### src/rv_isa_pkg.sv
// RV64 ISA definitions
`default_nettype none

package rv_isa_pkg;

    localparam int XLEN = 64;

    typedef logic [XLEN-1:0] xlen_t;   // data and address word
    typedef logic [31:0]     inst_t;   // raw instruction
    typedef logic [4:0]      reg_addr_t;

    // boot address, matches the memory map of the sim
    localparam xlen_t RESET_PC = 64'h0000_0000_8000_0000;

    // major opcodes, bits [6:0]
    localparam logic [6:0] OPC_OP_IMM = 7'b001_0011;
    localparam logic [6:0] OPC_OP     = 7'b011_0011;
    localparam logic [6:0] OPC_LUI    = 7'b011_0111;
    localparam logic [6:0] OPC_AUIPC  = 7'b001_0111;
    localparam logic [6:0] OPC_BRANCH = 7'b110_0011;
    localparam logic [6:0] OPC_JAL    = 7'b110_1111;
    localparam logic [6:0] OPC_JALR   = 7'b110_0111;

    // funct3 values
    localparam logic [2:0] F3_ADD = 3'b000;   // also jalr
    localparam logic [2:0] F3_BEQ = 3'b000;
    localparam logic [2:0] F3_BNE = 3'b001;

    // funct7 values
    localparam logic [6:0] F7_ADD = 7'b000_0000;
    localparam logic [6:0] F7_SUB = 7'b010_0000;

endpackage

`default_nettype wire

### src/rv_ctrl_pkg.sv
// Core control encodings
`default_nettype none

package rv_ctrl_pkg;

    typedef enum logic {
        ALU_ADD,
        ALU_SUB
    } alu_op_e;

    // immediate layout picked by decode
    typedef enum logic [1:0] {
        IMM_I,
        IMM_U,
        IMM_B,
        IMM_J
    } imm_sel_e;

    // alu operand pair, first named operand goes to port a
    typedef enum logic [1:0] {
        SRC_REG_REG,
        SRC_REG_IMM,
        SRC_ZERO_IMM,   // lui
        SRC_PC_IMM      // auipc
    } src_sel_e;

    typedef enum logic [1:0] {
        PC_SEQ,
        PC_BRANCH,
        PC_JAL,
        PC_JALR
    } pc_sel_e;

endpackage

`default_nettype wire

### src/rv_result.sv
// PC and writeback select
`default_nettype none

module rv_result (
    input  wire                         clk,
    input  wire                         rst_n,
    input  wire rv_isa_pkg::xlen_t      alu_res,
    input  wire                         cond_true,
    input  wire rv_isa_pkg::xlen_t      imm,
    input  wire rv_isa_pkg::xlen_t      rs1_data,
    input  wire rv_ctrl_pkg::pc_sel_e   pc_sel,
    input  wire                         reg_wen,
    input  wire rv_isa_pkg::reg_addr_t  rd,
    output rv_isa_pkg::xlen_t           pc,
    output logic                        wen,
    output rv_isa_pkg::reg_addr_t       waddr,
    output rv_isa_pkg::xlen_t           wdata
);
    import rv_isa_pkg::*;
    import rv_ctrl_pkg::*;

    logic  run;   // low for one cycle after reset
    logic  is_jump;
    xlen_t pc_plus4;
    xlen_t pc_target;
    xlen_t jalr_target;
    xlen_t next_pc;

    assign pc_plus4    = pc + xlen_t'(4);
    assign pc_target   = pc + imm;
    assign jalr_target = (rs1_data + imm) & ~xlen_t'(1);

    always_comb begin
        case (pc_sel)
            PC_BRANCH: next_pc = cond_true ? pc_target : pc_plus4;
            PC_JAL:    next_pc = pc_target;
            PC_JALR:   next_pc = jalr_target;
            default:   next_pc = pc_plus4;
        endcase
    end

    always_ff @(posedge clk or negedge rst_n) begin
        if (!rst_n) begin
            pc  <= RESET_PC;
            run <= 1'b0;
        end else begin
            run <= 1'b1;
            if (run) pc <= next_pc;   // hold pc over the idle cycle
        end
    end

    assign is_jump = (pc_sel == PC_JAL) || (pc_sel == PC_JALR);

    assign wen   = reg_wen & run;
    assign waddr = rd;
    assign wdata = is_jump ? pc_plus4 : alu_res;   // link address for jumps

endmodule

`default_nettype wire

### config.mk
export PLATFORM = sky130hd
export DESIGN_NAME = rv_result
export DESIGN_NICKNAME = d
export VERILOG_FILES = /design/src/rv_isa_pkg.sv /design/src/rv_ctrl_pkg.sv /design/src/rv_result.sv
export SDC_FILE = /design/constraint.sdc
export NUM_CORES = 1
export LEC_CHECK = 0
export ABC_AREA = 1
export BUFFER_PORTS_ARGS = -buffer_cell sky130_fd_sc_hd__buf_2
export CELL_PAD_IN_SITES_DETAIL_PLACEMENT = 0
export CELL_PAD_IN_SITES_GLOBAL_PLACEMENT = 1
export CORE_UTILIZATION = 40
export DETAILED_ROUTE_END_ITERATION = 8
export GPL_TIMING_DRIVEN = 0
export PLACE_DENSITY_LB_ADDON = 0.1
export SLEW_MARGIN = 20
export SYNTH_ARGS = -nofsm -noshare
export SYNTH_HDL_FRONTEND = slang
export SYNTH_SLANG_ARGS = --single-unit
### constraint.sdc
create_clock -name clk -period 3.7 [get_ports clk]
set_clock_uncertainty 0.15 [all_clocks]
set_input_delay 0.185 -clock clk [delete_from_list [all_inputs] [get_ports clk]]
set_output_delay 0.185 -clock clk [all_outputs]
set_load 0.01 [all_outputs]
* Yosys cells after proc, flatten, opt, wreduce, memory -nomap -nowiden
Index checks and enable logic that the tools add are counted.
** Cells by class
- Bitwise logic cells :: 1
- Reduce and logical (&&, ||, !) cells :: 1
- Equal/unequal tests :: 3
- $add $sub $neg :: 3
- Muxes and demuxes :: 3
** Operators with widths (number)
- $pmux W64 S3 :: 1
- $add A64 B64 Y64 :: 2
- $mux W64 :: 2
- $add A64 B3 Y64 const B :: 1
- $eq A2 B2 Y1 const B :: 2
- $eq A2 B1 Y1 const B :: 1
- $and A1 B1 Y1 :: 1
- $logic_or A1 B1 Y1 :: 1
** Word-level totals
- Output and inout bits :: 134
- Bits in registers :: 65
- Logic and storage cells :: 13

* Logic depth before layout (Yosys ltp)
Gate-level depths: netlist of the first run.
- Depth in word-level cells :: 3
- Mapped depth :: 18
- Mapped depth without buffers :: 18

* Worst setup path before layout of the first run
Ideal clock, no wire load.
- Kind :: register to register
- From :: register pc[0]
- To :: register pc[40]
- Arrival time :: 2052 ps
- Setup slack :: 1379 ps
- Stages on the path, launching flop included :: 18
- Setup time :: 120 ps
- Period minus slack after synthesis :: 2321 ps
- Cells stage by stage :: dfrtp_1 ha_1 inv_1 fa_1 inv_1 nand3_1 nand3_1 nand2_1 nand2_1 nand2_1 nand3_1 nand2_1 nand2_1 nand2_1 nand3_1 nand3b_1 o21ai_0 inv_1
** Between the ends
- Word-level cells in the longest chain between the ends :: 3
- Elaborated cells between the ends (all ways) :: 4
- Classes of those cells :: add/sub: 2; mux: 2
** RTL lines
- from (decl) :: line rv_result.sv:14 : output rv_isa_pkg::xlen_t pc,
- from (signal assigned) :: line rv_result.sv:48 : if (run) pc <= next_pc;
- $add A64 B3 Y64 or $add A64 B64 Y64 (tied branches) :: line rv_result.sv:29, rv_result.sv:30
- $mux W64 :: line rv_result.sv:35 : PC_BRANCH: next_pc = cond_true ? pc_target : pc_plus4;
- $pmux W64 S3 (*) :: line rv_result.sv:34 : case (pc_sel)
Every way passes the cells marked *; elsewhere a longest branch is shown, timed or not.
A chain may end at the register's enable or synchronous reset.

* Worst setup path after layout of the first run
- From :: register pc[2]
- To :: output wdata[28]
** Between the ends
- Word-level cells in the longest chain between the ends :: 2
** RTL lines
- $add A64 B3 Y64 :: line rv_result.sv:29 : assign pc_plus4 = pc + xlen_t'(4);
- $mux W64 :: line rv_result.sv:56 : assign wdata = is_jump ? pc_plus4 : alu_res;
- to (decl) :: line rv_result.sv:17 : output rv_isa_pkg::xlen_t wdata
Every way passes these cells.

==> results.json, run 1 <==
{
  "vias": 23800,
  "nNetsFinal": 4376,
  "final_hold_viol_count": 0,
  "cts_buffers": 9,
  "core_mm2": 0.0442,
  "stdcell_count": 4643,
  "rrSetupSlack_ns": 0.50,
  "drive_above_1_share": 0.0956,
  "critPathKind": "flip-flop to output port",
  "synth-seq-area-share": 0.0908,
  "layout-area-overhead-vs-synth_pct": 15.4,
  "grt_pass1_wl_mm": 129,
  "rsz0062_at_grt": "no",
  "drt-vias-per-instance": 5.12,
  "holdWs_ns": 0.0686,
  "place.gp.congestion": 0.998,
  "die_y_um": 214,
  "yosysUniqueCellTypes": 44,
  "cts_sinks": 65,
  "drv_slew": 0,
  "pwr_density_cell_mw_per_mm2": 412,
  "antenna_found_initial": 2,
  "tightest_slew_ns": 1.04,
  "clockBufferDepth": 2,
  "dieArea_mm2": 0.0457,
  "ys_warn_count": 0,
  "worstSkewPairLatency_ns": 0.34,
  "setup.worst_path.end_class": "output port",
  "startpoint": "pc[2]",
  "synth-edff-count": 0,
  "wirelength_mm": 90.0,
  "root_buffer": "clkbuf_16",
  "post-route-util": 0.468,
  "grt.total_usage": 0.390,
  "cp_data_required_time_ns": 3.37,
  "cts_tree": "yes",
  "endpoint": "wdata[28]",
  "critPathMaxFanout": 10,
  "cp.arrival_ns": 3.15,
  "r2r-start": "pc[2]",
  "dp_cells": 4625,
  "relSlewSlack": 0.309,
  "period_minus_slack_ns": 3.48,
  "synth_nets": 4033,
  "synth_top_flop_cell": "dfrtp_1",
  "tns_ns": 0,
  "period_share": 0.941,
  "syn_area_mm2": 0.0179,
  "initial_core_util": 0.405,
  "fp.dieW_um": 214,
  "dp_hpwl_mm": 79.0,
  "synth-seq-cells": 65,
  "numPortBuffers": 330,
  "drt_iter0_drc": 2044,
  "fmax_ghz": 0.287,
  "drv_cap": 0,
  "cp-start-kind": "flip-flop",
  "rows": 77,
  "grt_overflow": 0,
  "status": "complete, no violations",
  "syn_avg_cell_area_um2": 4.84,
  "htree_num_levels": 3,
  "worstHoldPathType": "input port to flip-flop",
  "avgRoutedWirePerCell_um": 19.4,
  "p_leak_nw": 13.1,
  "rr_worst_depth": 14,
  "grt_max_degree": 57,
  "grt_pass1_vias": 21900,
  "async_flop_share": 1.00,
  "io_pins": 337,
  "ant_nets": 0,
  "drc": 0,
  "worst_ir_drop_vdd_uv": 226,
  "layout_commonest_cell": "nand2_1",
  "drt_first_pass_iters": 9,
  "r2r-end": "pc[60]",
  "synthCells": 3702,
  "final_cell_mix": "1548 x nand2_1, 819 x inv_1, 333 x buf_2, 308 x nand3_1, 275 x nor2_1",
  "setup_viol": 0,
  "path_clk_slew_ns": 0.06
}
[power by group]
group	leakage (nW)	internal, mW	switching, mW
sequential	0.724	0.904	0.616
combinational	12.2	1.93	4.15
clock	0.151	0.593	0.320
[stage by stage]
stage | setup WS [ns] | area, µm² | power [mW]
after floorplan | 1.38 | 17900 | 5.14
after detailed placement | 0.455 | 20300 | 7.40
after global routing | 0.0709 | 20700 | 9.25
after global placement | 0.463 | 20300 | 7.39
after CTS | 0.0968 | 20700 | 8.34
final | 0.217 | 20700 | 8.51
[critical path, cell delays in order (launching register included)]
cell     delay (ns)
dfrtp_2        0.57
ha_1           0.43
nand2_2        0.18
nor2_8         0.19
nand2_4        0.13
nor2_4         0.23
inv_1          0.08
nor3_2         0.44
or2_2          0.22
nand3_1        0.10
nand2_1        0.10
buf_2          0.13
[layer usage]
metal  GRT usage  share of wire  routed length, µm
met2       0.611           0.43              38300
met4       0.174          0.045               4010
met3      0.0499          0.086               7700
met1       0.532           0.44              40000
met5           0        0.00014                 13
[cell type report]
type                       instances  area (µm²)
antenna                            1        2.50
buffer                            51         215
clock buffer                      12         236
clock inverter                     4        77.6
fill                            5399       23500
inverter                         821        3080
multi-input combinational       2765       13000
sequential                        65        1630
tap                              592         741
timing repair buffer             332        1690
[how the worst min path moves through the flow]
stage               startpoint  endpoint  slack, ns  cells after the start
global placement         rd[4]  waddr[4]       0.40                      2
finish                  imm[0]     pc[0]       0.07                      4
global route             rst_n     pc[6]       0.09                      2
detailed placement       rst_n     pc[1]      -0.12                      1
CTS                      rst_n     pc[1]       0.07                      2
floorplan                rst_n     pc[0]      -0.26                      0
[synth_stat cells (all sizes together), types with 5 or more instances]
library cell	n	area share
o21ai	124	0.035
o22ai	10	0.0035
or2	15	0.0052
dfrtp	64	0.089
a21oi	140	0.039
nand3b	32	0.013
buf	19	0.0053
nor2	282	0.061
and2	5	0.0017
xnor2	15	0.0073
inv	821	0.17
o2111ai	8	0.0039
o21bai	11	0.0046
nand4	49	0.017
nand2	1550	0.33
nand3	309	0.087
clkbuf	32	0.0067
ha	126	0.088
xor2	22	0.011
nor3	55	0.016
[kinds of logic (layout without fill, tap and decap cells)]
family                     after synthesis  count (layout)  synth area share
AOI/OAI and AO/OA                      299             299            0.0887
xor gates and xnor gates                37              37            0.0181
DFF                                     65              65            0.0908
other                                    1               2          0.000209
adders and majority gates              128             128            0.0902
buffers and inverters                  872            1220             0.184
and+or+nand+nor                       2300            2300             0.528
[state kept, by name (all words and copies together), names as in the netlist]
register / cells
pc: 64
run: 1
[timing repair]
action / CTS / global route
gates resized for setup: 0 / 2
hold buffers: 1 / 0
buffers inserted: 0 / 0
endpoints found under the setup margin: 0 / 5
endpoints found under the hold margin: 64 / 0
No activity file was read; power rests on OpenSTA's default activity.
==> run 2, diff against run 1 <==
--- a/config.mk
+++ b/config.mk
@@ -13,7 +13,7 @@
 export DETAILED_ROUTE_END_ITERATION = 8
 export GPL_TIMING_DRIVEN = 0
 export PLACE_DENSITY_LB_ADDON = 0.1
-export SLEW_MARGIN = 20
+export REMOVE_ABC_BUFFERS = 1
 export SYNTH_ARGS = -nofsm -noshare
 export SYNTH_HDL_FRONTEND = slang
 export SYNTH_SLANG_ARGS = --single-unit
==> run 2 against run 1 <==
  * The flow now finishes with violations (design-rule violations)
  * Flip-flop and latch count is the same
  * Total power down 1.0%
  * Utilization is 0.40 points lower
  * Via count shrank 2.0%
  * Global-route usage fell by 1.9 points
  * Design area is 0.86% lower
  * First-iteration DRC count up 11%
  * Largest cell class unchanged
  * Highest routed layer unchanged
==> results.json, run 2 (synthesized netlist as in run 1, its figures left out) <==
{
  "worst_ir_drop_vdd_uv": 248,
  "grt_overflow": 0,
  "wl_met1_mm": 39.6,
  "cts_tree": "yes",
  "route.met3.wl_mm": 6.96,
  "vias": 23300,
  "drv_slew": 0,
  "drt-vias-per-instance": 5.07,
  "drv_cap": 0,
  "htree_num_levels": 3,
  "grt_pass1_wl_mm": 123,
  "drt_first_pass_iters": 8,
  "drive_above_1_share": 0.0958,
  "p_leak_nw": 13.0,
  "period_share": 0.958,
  "regMostFlops": "pc",
  "final_hold_viol_count": 0,
  "root_buffer": "clkbuf_16",
  "status": "complete, but fails checks",
  "dp_cells": 4573,
  "numPortBuffers": 326,
  "ant_nets": 0,
  "rows": 77,
  "max_stage_delay_ns": 0.79,
  "grt_pass1_vias": 20700,
  "met2_length_mm": 36.0,
  "largest_reg_flops": 64,
  "path_cells": "buf_2, a21oi_4, inv_1, nand2_2, inv_2, buf_12, nand3_1, nand3_1, nand2_1, inv_1",
  "drt_iter0_drc": 2263,
  "period_minus_slack_ns": 3.55,
  "tns_ns": 0,
  "io_pins": 337,
  "avgRoutedWirePerCell_um": 18.7,
  "cp_slowest_cell": "buf_2",
  "tightest_slew_ns": 1.08,
  "violations": "design-rule violations",
  "initial_core_util": 0.405,
  "drc": 4,
  "largestRegisters": "pc: 64 flops, run: 1 flops",
  "critPathMaxFanout": 45,
  "wirelength_mm": 85.7,
  "stdcell_count": 4591,
  "rr_worst_depth": 10,
  "dieArea_mm2": 0.0457,
  "path_clk_slew_ns": 0.06,
  "critPathKind": "input port to flip-flop",
  "fill_cells": 5359,
  "cts_buffers": 9,
  "worstSkewPairLatency_ns": 0.35,
  "cp.arrival_ns": 3.69,
  "r2r-end": "pc[29]",
  "startpoint": "pc_sel[1]",
  "place.gp.congestion": 1.01,
  "nNetsFinal": 4324,
  "cts_sinks": 65,
  "worstHoldPathType": "input port to asynchronous set/reset pin",
  "cp-start-kind": "input port",
  "relSlewSlack": 0.282,
  "top_layer_used": "met5",
  "multi_input_area_mm2": 0.0130,
  "fmax_ghz": 0.282,
  "antenna_found_initial": 1,
  "clockBufferDepth": 2,
  "dp_hpwl_mm": 74.1,
  "cp_data_required_time_ns": 3.85,
  "core_mm2": 0.0442,
  "grt.total_usage": 0.371,
  "endpoint": "pc[54]",
  "layout-area-overhead-vs-synth_pct": 14.4,
  "final_cell_mix": "1546 x nand2_1, 816 x inv_1, 325 x buf_2, 308 x nand3_1, 275 x nor2_1",
  "rrSetupSlack_ns": 0.51,
  "rsz0062_at_grt": "no",
  "r2r-start": "pc[5]",
  "setup.worst_path.end_class": "flip-flop",
  "layout_commonest_cell": "nand2_1",
  "setup_viol": 0,
  "fp.dieW_um": 214,
  "seqCellArea_mm2": 0.00163,
  "grt_max_degree": 92,
  "pwr_density_cell_mw_per_mm2": 411,
  "die_y_um": 214
}
-- run 2: timing repair --
item,CTS,global route
resized for setup,2,1
hold buffers,1,0
hold endpoints to repair,64,0
endpoints found under the setup margin,47,2
setup buffers,0,0
pin swaps,0,0
-- run 2: report_power, final --
group	leakage [nW]	internal (mW)	switching, mW
clock	0.139	0.542	0.357
combinational	12.1	1.92	4.09
sequential	0.723	0.904	0.612
total	13.0	3.37	5.06
-- run 2: how the worst min path moves through the flow --
stage	startpoint	end	slack (ns)	depth (start not counted)
after floorplan	rst_n	pc[0]	-0.26	0
after global placement	rd[0]	waddr[0]	0.22	0
after detailed placement	rst_n	pc[59]	-0.13	1
after CTS	rst_n	pc[43]	0.05	2
after global routing	rst_n	pc[43]	0.06	2
final	rst_n	pc[43]	0.05	2
-- run 2: layout make-up --
class,count,area share
timing repair buffer,331,0.0845
antenna,1,0.000122
inverter,821,0.150
sequential,65,0.0797
multi-input combinational,2765,0.635
clock buffer,12,0.0120
tap,592,0.0361
clock inverter,4,0.00262
-- run 2: stage by stage --
step	util	hold slack [ns]	cell area, µm²	worst slack (ns)	power (mW)
detailed placement	0.456	-0.126	20200	-0.748	7.35
CTS	0.463	0.0503	20500	0.169	8.27
finish	0.464	0.0535	20500	0.155	8.42
global route	0.463	0.0574	20500	0.0763	9.15
global placement	0.454	0.220	20100	-3.08	7.33
floorplan	-	-0.261	17700	0.267	5.11
-- run 2: critical path: cells and delay by family --
kind | cells | cell delay, ns
buffers and inverters | 5 | 2.12
AOI/OAI and AO/OA | 1 | 0.26
and+or+nand+nor | 4 | 1.04
-- run 2: per-layer routing --
metal / up-vias / track usage
met3: 118 / 0.0404
li1: 11900 / -
met1: 10300 / 0.528
met5: - / 0
met4: 2 / 0.136
met2: 954 / 0.573
==> run 3, diff against run 2 <==
--- a/config.mk
+++ b/config.mk
@@ -9,7 +9,8 @@
 export BUFFER_PORTS_ARGS = -buffer_cell sky130_fd_sc_hd__buf_2
 export CELL_PAD_IN_SITES_DETAIL_PLACEMENT = 0
 export CELL_PAD_IN_SITES_GLOBAL_PLACEMENT = 1
-export CORE_UTILIZATION = 40
+export CORE_UTILIZATION = 41
+export CTS_BUF_LIST = sky130_fd_sc_hd__clkbuf_4 sky130_fd_sc_hd__clkbuf_8
 export DETAILED_ROUTE_END_ITERATION = 8
 export GPL_TIMING_DRIVEN = 0
 export PLACE_DENSITY_LB_ADDON = 0.1
==> run 3 against run 2 <==
  * The run now ends clean
  * Critical path depth up 1
  * First-iteration DRC count decreased by 2.2%
  * Fmax is 0.95% higher
  * Final cell count shrank 0.15%
  * Flip-flop and latch count did not move
  * Register-to-register slack improved by 0.10 ns
  * Total power down 3.5%
  * Routed wire length fell by 0.24%
  * Design area decreased by 0.46%
  * Largest power group unchanged
==> results.json, run 3 (synthesized netlist as in run 1, its figures left out) <==
{
  "largest_reg_flops": 64,
  "cts_setup_buffers": 0,
  "grt_pass1_vias": 21000,
  "dp_hpwl_mm": 74.3,
  "pwr_density_cell_mw_per_mm2": 398,
  "place_area_mm2": 0.0202,
  "drv_slew": 0,
  "cp-start-kind": "flip-flop",
  "path_cells": "ha_1, nand2_2, nor2_8, nand2_4, nor2_4, inv_1, nor3_2, or2_2, nand3_1, nand2_1, buf_2",
  "layout_commonest_cell": "nand2_1",
  "layout-area-overhead-vs-synth_pct": 13.9,
  "grt_pass1_wl_mm": 124,
  "post-route-util": 0.474,
  "setup_viol": 0,
  "cts_tree": "yes",
  "avgRoutedWirePerCell_um": 18.7,
  "tns_ns": 0,
  "root_buffer": "clkbuf_8",
  "fill_cells": 5229,
  "internal-power_mw": 3.11,
  "rrSetupSlack_ns": 0.61,
  "period_share": 0.949,
  "antenna_cells": 0,
  "p_total_mw": 8.13,
  "critPathMaxFanout": 6,
  "htree_num_levels": 3,
  "switching_share": 0.617,
  "io_pins": 337,
  "comb_power_share": 0.740,
  "regMostFlops": "pc",
  "tightest_slew_ns": 1.10,
  "max_stage_delay_ns": 0.54,
  "period_minus_slack_ns": 3.51,
  "switchingPower_mw": 5.02,
  "drt-vias-per-instance": 5.06,
  "status": "complete, no violations",
  "nNetsFinal": 4325,
  "setup.worst_path.end_class": "output port",
  "cts_buffers": 9,
  "drv_cap": 0,
  "path_buf_inv": 2,
  "core_mm2": 0.0431,
  "wirelength_mm": 85.5,
  "pre_cts_ws_ns": -0.608,
  "initial_core_util": 0.416,
  "grt_overflow": 0,
  "path_clk_slew_ns": 0.09,
  "cp.arrival_ns": 3.18,
  "critical_path.top_delay_family": "simple AND/OR/NAND/NOR gates",
  "rows": 76,
  "fp.dieW_um": 211,
  "worstSkewPairLatency_ns": 0.38,
  "ant_nets": 0,
  "largestRegisters": "pc: 64 flops, run: 1 flops",
  "final_cell_mix": "1546 x nand2_1, 816 x inv_1, 325 x buf_2, 308 x nand3_1, 275 x nor2_1",
  "dp_cells": 4567,
  "drt_first_pass_iters": 6,
  "cts_sinks": 65,
  "fin_ws_ns": 0.188,
  "sequentialPowerShare": 0.185,
  "cp_slowest_cell": "dfrtp_1",
  "cp_data_required_time_ns": 3.37,
  "drt_iter0_drc": 2213,
  "r2r-end": "pc[60]",
  "seqCellArea_mm2": 0.00163,
  "r2r-start": "pc[3]",
  "cp_num_cells": 11,
  "die_y_um": 211,
  "p_leak_nw": 13.0,
  "rsz0062_at_grt": "no",
  "relSlewSlack": 0.270,
  "vias": 23200,
  "grt_max_degree": 92,
  "multi_input_area_mm2": 0.0130,
  "place.gp.congestion": 1.01,
  "dieArea_mm2": 0.0446,
  "worst_ir_drop_vdd_uv": 363,
  "critPathKind": "flip-flop to output port",
  "stdcell_count": 4584,
  "drc": 0,
  "drive_above_1_share": 0.0965,
  "design_area_mm2": 0.0204,
  "worstHoldPathType": "input port to asynchronous set/reset pin",
  "holdWs_ns": 0.0373,
  "p_clk_frac": 0.075,
  "numPortBuffers": 326,
  "rr_worst_depth": 14,
  "antenna_found_initial": 1,
  "grt.total_usage": 0.379,
  "fmax_ghz": 0.285,
  "final_hold_viol_count": 0,
  "clockBufferDepth": 2
}
==> run 3: cell count changes in the layout (fill, tap and decap cells not counted), sizes merged <==
cell and change:
diode -1, clkinvlp -1, clkbuf -1, buf +1, clkinv +2, inv +1
bufinv -1
==> run 3: per-layer routing <==
layer  GRT usage  part of all wire
met5           0           0.00019
met4       0.141             0.038
met3      0.0416             0.078
met2       0.584              0.42
met1       0.539              0.47
==> run 3: final cells by class <==
type | instances | share of cell area
multi-input combinational | 2765 | 0.638
inverter | 821 | 0.151
timing repair buffer | 332 | 0.0862
sequential | 65 | 0.0800
tap | 585 | 0.0359
clock buffer | 11 | 0.00742
clock inverter | 5 | 0.00190
==> run 3: power groups by stage <==
stage | registers (mW) | logic (mW) | clock network (mW)
after global placement | 1.48 | 5.86 | 0
final | 1.50 | 6.02 | 0.607
after global routing | 1.51 | 6.69 | 0.643
after detailed placement | 1.48 | 5.87 | 0
after CTS | 1.46 | 5.90 | 0.621
after floorplan | 1.28 | 3.83 | 0
==> run 3: worst reg2reg max path: stages (launching register included) <==
cell	delay [ns]
dfrtp_1	0.54
ha_1	0.44
nand2_2	0.17
nor2_8	0.20
nand2_4	0.13
nor2_4	0.24
inv_1	0.08
nor3_2	0.37
nand4_1	0.19
nand3_1	0.14
nand2_1	0.05
inv_1	0.09
nand3_1	0.09
nand2_1	0.08
inv_1	0.04
==> run 3: worst max path at each step <==
stage,slack [ns],end,from
5_1_grt,0.13,wdata[28],pc[2]
3_3_place_gp,-3.15,pc[14],pc_sel[1]
2_1_floorplan,0.27,pc[14],pc_sel[0]
3_5_place_dp,-0.61,pc[36],pc_sel[1]
6_report,0.19,wdata[28],pc[3]
4_1_cts,0.02,pc[37],pc_sel[1]
==> run 3: what timing repair did <==
item                       CTS  global route
hold buffers                 1             0
cloned                       0             0
setup endpoints to repair   39            38
gates resized for setup      1             2
hold endpoints to repair    64             0
